## src/hw/operand_addressing_params.svh

```systemverilog
// Operand addressing parameters

`ifndef OPERAND_ADDRESSING_PARAMS_SVH
`define OPERAND_ADDRESSING_PARAMS_SVH

// Width of an operand address and of a per-thread offset
`define ADDR_WORD_WIDTH 12

// Hardware threads issuing in round robin, and the bits to number them
`define THREAD_COUNT 8
`define THREAD_ID_WIDTH 3

// Lead of the look-ahead thread counter over the issuing thread
// The lookup output is registered once more before it reaches the table
`define LOOKUP_LEAD 3

// Register stages between the table output and the address adder
`define OFFSET_DELAY 2

`endif

```

## src/hw/operand_addressing_pkg.sv

```systemverilog
// Operand addressing types

`include "operand_addressing_params.svh"

`default_nettype none

package operand_addressing_pkg;

    // One operand address or one offset word
    typedef logic [`ADDR_WORD_WIDTH-1:0] addr_word_t;

    // Number of a hardware thread
    typedef logic [`THREAD_ID_WIDTH-1:0] thread_id_t;

endpackage

`default_nettype wire

```

## src/hw/offset_adder.sv

```systemverilog
// Offset alignment and address adder

`include "operand_addressing_params.svh"

`timescale 1ns/1ps
`default_nettype none

module offset_adder (
    input  logic                              clock,
    input  operand_addressing_pkg::addr_word_t addr_in,
    input  operand_addressing_pkg::addr_word_t offset,
    output operand_addressing_pkg::addr_word_t addr_out
);

    // Offset stages from the table output towards the adder
    operand_addressing_pkg::addr_word_t offset_stage [`OFFSET_DELAY];

    // Raw address held for one clock while its offset catches up
    operand_addressing_pkg::addr_word_t raw_addr;

    // Offset delay line
    always_ff @(posedge clock) begin
        offset_stage[0] <= offset;
        for (int i = 1; i < `OFFSET_DELAY; i++) begin
            offset_stage[i] <= offset_stage[i-1];
        end
    end

    always_ff @(posedge clock) begin
        raw_addr <= addr_in;
    end

    // Sum wraps modulo the address word
    always_ff @(posedge clock) begin
        addr_out <= raw_addr + offset_stage[`OFFSET_DELAY-1];
    end

endmodule

`default_nettype wire

```

## src/hw/offset_memory.sv

```systemverilog
// Per-thread offset table

`include "operand_addressing_params.svh"

`timescale 1ns/1ps
`default_nettype none

module offset_memory (
    input  logic                              clock,
    input  logic                              wren,
    input  operand_addressing_pkg::thread_id_t write_thread,
    input  operand_addressing_pkg::addr_word_t write_data,
    input  operand_addressing_pkg::thread_id_t read_thread,
    output operand_addressing_pkg::addr_word_t offset
);

    // One offset word per thread
    operand_addressing_pkg::addr_word_t table_mem [`THREAD_COUNT];

    // All threads start with no offset
    initial begin
        for (int i = 0; i < `THREAD_COUNT; i++) begin
            table_mem[i] = '0;
        end
    end

    // A read in the same clock as a write to the same entry returns the old word
    // so the small table fits distributed RAM
    always_ff @(posedge clock) begin
        if (wren) begin
            table_mem[write_thread] <= write_data;
        end
        offset <= table_mem[read_thread];
    end

endmodule

`default_nettype wire

```

## src/hw/operand_addressing.sv

```systemverilog
// Per-thread operand addressing unit

`include "operand_addressing_params.svh"

`timescale 1ns/1ps
`default_nettype none

module operand_addressing (
    input  logic                              clock,
    input  logic                              reset,
    input  logic                              wren_a,
    input  logic                              wren_b,
    input  operand_addressing_pkg::addr_word_t write_data,
    input  operand_addressing_pkg::addr_word_t addr_a,
    input  operand_addressing_pkg::addr_word_t addr_b,
    output operand_addressing_pkg::addr_word_t addr_out_a,
    output operand_addressing_pkg::addr_word_t addr_out_b
);

    // Thread numbers shared by both lanes
    operand_addressing_pkg::thread_id_t issue_thread;
    operand_addressing_pkg::thread_id_t lookup_thread;

    // Table outputs, one per lane
    operand_addressing_pkg::addr_word_t offset_a;
    operand_addressing_pkg::addr_word_t offset_b;

    thread_sequencer i_sequencer (
        .clock         (clock),
        .reset         (reset),
        .issue_thread  (issue_thread),
        .lookup_thread (lookup_thread)
    );

    // Lane A
    // Writes land in the issuing thread's entry while reads run ahead

    offset_memory i_memory_a (
        .clock        (clock),
        .wren         (wren_a),
        .write_thread (issue_thread),
        .write_data   (write_data),
        .read_thread  (lookup_thread),
        .offset       (offset_a)
    );

    offset_adder i_adder_a (
        .clock    (clock),
        .addr_in  (addr_a),
        .offset   (offset_a),
        .addr_out (addr_out_a)
    );

    // Lane B
    // Same structure as lane A with its own strobe and table

    offset_memory i_memory_b (
        .clock        (clock),
        .wren         (wren_b),
        .write_thread (issue_thread),
        .write_data   (write_data),
        .read_thread  (lookup_thread),
        .offset       (offset_b)
    );

    offset_adder i_adder_b (
        .clock    (clock),
        .addr_in  (addr_b),
        .offset   (offset_b),
        .addr_out (addr_out_b)
    );

endmodule

`default_nettype wire

```

## src/hw/thread_sequencer.sv

```systemverilog
// Round-robin thread sequencer

`include "operand_addressing_params.svh"

`timescale 1ns/1ps
`default_nettype none

module thread_sequencer (
    input  logic                              clock,
    input  logic                              reset,
    output operand_addressing_pkg::thread_id_t issue_thread,
    output operand_addressing_pkg::thread_id_t lookup_thread
);

    // Look-ahead counter, kept LOOKUP_LEAD threads in front of the issue counter
    operand_addressing_pkg::thread_id_t lead_thread;

    // Advance one thread and wrap after the last one
    function automatic operand_addressing_pkg::thread_id_t next_thread(
        input operand_addressing_pkg::thread_id_t current
    );
        if (current == operand_addressing_pkg::thread_id_t'(`THREAD_COUNT - 1)) begin
            return '0;
        end
        return current + 1'b1;
    endfunction

    // Thread whose addresses are on the lanes in this clock
    always_ff @(posedge clock) begin
        if (reset) begin
            issue_thread <= '0;
        end else begin
            issue_thread <= next_thread(issue_thread);
        end
    end

    always_ff @(posedge clock) begin
        if (reset) begin
            lead_thread <= operand_addressing_pkg::thread_id_t'(
                `LOOKUP_LEAD % `THREAD_COUNT);
        end else begin
            lead_thread <= next_thread(lead_thread);
        end
    end

    // The lookup register retimes the look-ahead count by one clock.
    // The table read and the two offset stages then line the offset
    // up with its thread's address at the adder.
    always_ff @(posedge clock) begin
        if (reset) begin
            lookup_thread <= operand_addressing_pkg::thread_id_t'(
                (`LOOKUP_LEAD + `THREAD_COUNT - 1) % `THREAD_COUNT);
        end else begin
            lookup_thread <= lead_thread;
        end
    end

endmodule

`default_nettype wire

```

## config.mk

```make
export PLATFORM = sky130hd
export DESIGN_NAME = operand_addressing
export DESIGN_NICKNAME = d
export VERILOG_FILES = /design/src/hw/operand_addressing_pkg.sv /design/src/hw/offset_adder.sv /design/src/hw/offset_memory.sv /design/src/hw/operand_addressing.sv /design/src/hw/thread_sequencer.sv
export VERILOG_INCLUDE_DIRS = /design/src /design/src/hw
export SDC_FILE = /design/constraint.sdc
export NUM_CORES = 1
export LEC_CHECK = 0
export BUFFER_PORTS_ARGS = -buffer_cell sky130_fd_sc_hd__buf_4
export CORE_ASPECT_RATIO = 0.7
export CORE_MARGIN = 2
export CORE_UTILIZATION = 60
export CTS_CLUSTER_DIAMETER = 200
export DETAILED_ROUTE_END_ITERATION = 8
export GPL_ROUTABILITY_DRIVEN = 1
export PLACE_DENSITY = 0.77
export SYNTH_ARGS = -nofsm -noshare
export SYNTH_HDL_FRONTEND = slang
export SYNTH_SLANG_ARGS = --single-unit
```

## constraint.sdc

```tcl
create_clock -name clock -period 3 [get_ports clock]
set_clock_uncertainty 0.2 [all_clocks]
set_input_delay 0.45 -clock clock [delete_from_list [all_inputs] [get_ports clock]]
set_output_delay 0.45 -clock clock [all_outputs]
set_load 0.02 [all_outputs]
```

==> results.sh <==
export IMPL_grt_pass1_vias=5598
export IMPL_ys_types=37
export IMPL_maxSlewHeadroom_pct=49.3
export IMPL_fin_crit_sh_pct=93.2
export IMPL_seq_area_frac_synth_pct=76.0
export IMPL_p_leak_uw=0.00469
export IMPL_cts_max_level=1
export IMPL_die_h_um=117
export IMPL_grt_overflow_total=0
export IMPL_grt_pass1_wl_um=30600
export IMPL_comb_power_share_pct=14.1
export IMPL_ios=64
export IMPL_critPathRequiredTime_ns=3.21
export IMPL_ys_flop_type="edfxtp_1"
export IMPL_critPathCaptureType="register"
export IMPL_fin_area_um2=13000
export IMPL_synthCells=560
export IMPL_place_inst=863
export IMPL_ir_worst_vdd_mv=0.480
export IMPL_grt_use_total_pct=20.8
export IMPL_rrSetupSlack_ns=0.20
export IMPL_clock_root_buffer="clkbuf_16"
export IMPL_layoutNonFillerInstCount=940
export IMPL_firstDrtPassIters=7
export IMPL_antenna_found_initial=0
export IMPL_fmax_mhz=358
export IMPL_vias=5251
export IMPL_drive_above_1_share_pct=29.3
export IMPL_port_buffers=63
export IMPL_cts_resized=0
export IMPL_post_route_util_pct=72.4
export IMPL_diodes=0
export IMPL_rsz0062_at_grt="no"
export IMPL_cts_sinks=321
export IMPL_die_area_um2=19400
export IMPL_drv_cap=0
export IMPL_syn_cell_area_um2=11000
export IMPL_critPathMaxFanout=3
export IMPL_start_util_pct=61.2
export IMPL_synthArstFlopShare_pct=0
export IMPL_rr_endpoint="i_adder_b.addr_out[8]"
export IMPL_layout_nets=750
export IMPL_pwr_share_clk_pct=34.0
export IMPL_slew_viol_final=0
export IMPL_syn_area_per_cell_um2=19.6
export IMPL_place_gp_congestion=0.748
export IMPL_grt_max_degree=45
export IMPL_avgRoutedWirePerCell_um=20.6
export IMPL_via_per_inst=5.59
export IMPL_n_fill_cell=1071
export IMPL_yosysWarnings=0
export IMPL_post_route_min_period_ns=2.80
export IMPL_hold_end="i_memory_a.table_mem[4][5]"
export IMPL_setup_tns_ns=0
export IMPL_p_switching_uw=2390
export IMPL_cts_buffers=28
export IMPL_antenna_left=0
export IMPL_tritoncts="yes"
export IMPL_crit_arrival_ns=3.01
export IMPL_post_cts_setup_buffers=0
export IMPL_clkTransAtPathRegs_ns=0.06
export IMPL_die_width_um=166
export IMPL_hold_path_startpoint="write_data[5]"
export IMPL_core_rowCount=41
export IMPL_syn_nets=628
export IMPL_p_sw_share_pct=23.5
export IMPL_fp_coreArea_um2=18000
export IMPL_p_seq_share_pct=51.9
export IMPL_clk_path_buf_depth=3
export IMPL_cts_hold_buf=25
export IMPL_drtIter0Drc=515
export IMPL_syn2layout_area_growth_pct=18.3
export IMPL_rr_startpoint="i_adder_b.offset_stage[0][12]"
export IMPL_drc_errors=0
export IMPL_yosys_register_bits=321
export IMPL_wl_um=19400
export IMPL_reg2reg_depth=7
export IMPL_criticalPathCategory="reg -> reg"
export IMPL_setup_viol=0
export IMPL_hold_depth=1
export IMPL_min_path_type="in -> reg"
export IMPL_hold_violations=0
export IMPL_placed_cell_area_um2=11800
export IMPL_tightestPinTransition_ns=0.760
export IMPL_start_kind="register"
export IMPL_synth_edff_count=192
export IMPL_status="complete, no violations"
export IMPL_clk_latency_ns=0.54
export IMPL_powerDensity_nw_per_um2=785
export IMPL_hpwl_um=11500
export IMPL_p_int_uw=7810
flip-flops by register name, summed over array words and instances (netlist names):
register                   cells
i_memory_a.offset             12
i_sequencer.issue_thread       3
i_adder_b.addr_out            12
i_memory_a.table_mem          96
i_sequencer.lead_thread        3
i_adder_a.offset_stage        24
i_adder_a.addr_out            12
i_adder_a.raw_addr            12
i_memory_b.offset             12
i_sequencer.lookup_thread      3
i_memory_b.table_mem          96
i_adder_b.offset_stage        24
i_adder_b.raw_addr            12
worst max path at each step:
stage	start	end	slack, ns	cells past startpoint
2_1_floorplan	i_adder_a.raw_addr[0]	i_adder_a.addr_out[8]	0.69	7
3_3_place_gp	i_adder_a.raw_addr[0]	i_adder_a.addr_out[8]	0.48	7
3_5_place_dp	i_adder_b.offset_stage[0][12]	i_adder_b.addr_out[8]	0.33	7
4_1_cts	i_adder_b.offset_stage[0][12]	i_adder_b.addr_out[8]	0.23	7
5_1_grt	i_adder_b.offset_stage[0][12]	i_adder_b.addr_out[8]	0.11	7
6_report	i_adder_b.offset_stage[0][12]	i_adder_b.addr_out[8]	0.20	7
per-layer routing:
metal | share of wire, % | vias up | global-route usage, %
li1 | - | 2426 | -
met1 | 46 | 2664 | 29.2
met4 | 2.6 | 0 | 6.61
met2 | 48 | 118 | 33.9
met3 | 3.9 | 43 | 3.87
met5 | 0 | - | 0
stage by stage:
step	total power (uW)	hold slack, ns	setup WS [ns]
global placement	6730	0.113	0.481
CTS	10300	0.00355	0.228
detailed placement	6800	0.112	0.335
finish	10200	0.0141	0.204
global route	10600	0.0177	0.110
floorplan	6250	0.110	0.688
cells in the final DEF (no fill, tap or decap), drive strengths merged, types with 4 or more instances in the layout:
master       instances
a2111oi              4
a21o                 6
a21oi               18
and2                 4
and3                 4
buf                 82
clkbuf              45
clkinv               4
dfxtp              129
dlygate4sd3         25
edfxtp             192
ha                  26
mux2                24
mux4                48
nand2                5
nand2b               4
nand4                6
nor2                16
nor3                 9
o21ai                4
xnor2               14
xor2                 8
kinds of logic after synthesis:
kind of cell    count (synthesis)  share of synthesized area (%)
compound gates                 43                           3.05
simple gates                   59                           2.88
flops                         321                           76.0
buf+inv                        15                          0.729
mux                            72                           12.3
fa+ha+maj                      28                           3.32
xor+xnor                       22                           1.75
cells in the mapped netlist, types with 7 or more instances:
| master | n | area share, % |
|---|---|---|
| mux4_2 | 48 | 9.8 |
| nor2_1 | 16 | 0.55 |
| xnor2_1 | 14 | 1.1 |
| xor2_1 | 8 | 0.64 |
| edfxtp_1 | 192 | 52 |
| dfxtp_1 | 129 | 23 |
| clkbuf_1 | 7 | 0.24 |
| nor3_1 | 9 | 0.41 |
| mux2_2 | 24 | 2.5 |
| ha_1 | 26 | 3.0 |
| a21oi_1 | 16 | 0.73 |
area by class of cell:
| type | instances | area, um^2 | area share [%] |
|---|---|---|---|
| clock inverter | 7 | 61.3 | 0.472 |
| clock buffer | 45 | 837 | 6.44 |
| tap | 236 | 295 | 2.27 |
| sequential | 321 | 8350 | 64.3 |
| timing repair buffer | 107 | 891 | 6.85 |
| multi-input combinational | 224 | 2560 | 19.7 |
critical path, stage by stage, from the launching register on:
cell and delay, ns:
dfxtp_1 0.30, ha_1 0.21, fa_1 0.43, a211oi_1 0.41, o21bai_1 0.20, a2111oi_0 0.61, nor3_1 0.15, xor2_1 0.17
power by group through the flow:
stage | Combinational (uW) | Sequential, uW | Clock [uW]
CTS | 1450 | 5300 | 3540
global route | 1560 | 5340 | 3710
finish | 1440 | 5290 | 3470
floorplan | 738 | 5510 | 0
detailed placement | 1410 | 5390 | 0
global placement | 1360 | 5370 | 0
No activity file was read; power rests on OpenSTA's default activity.
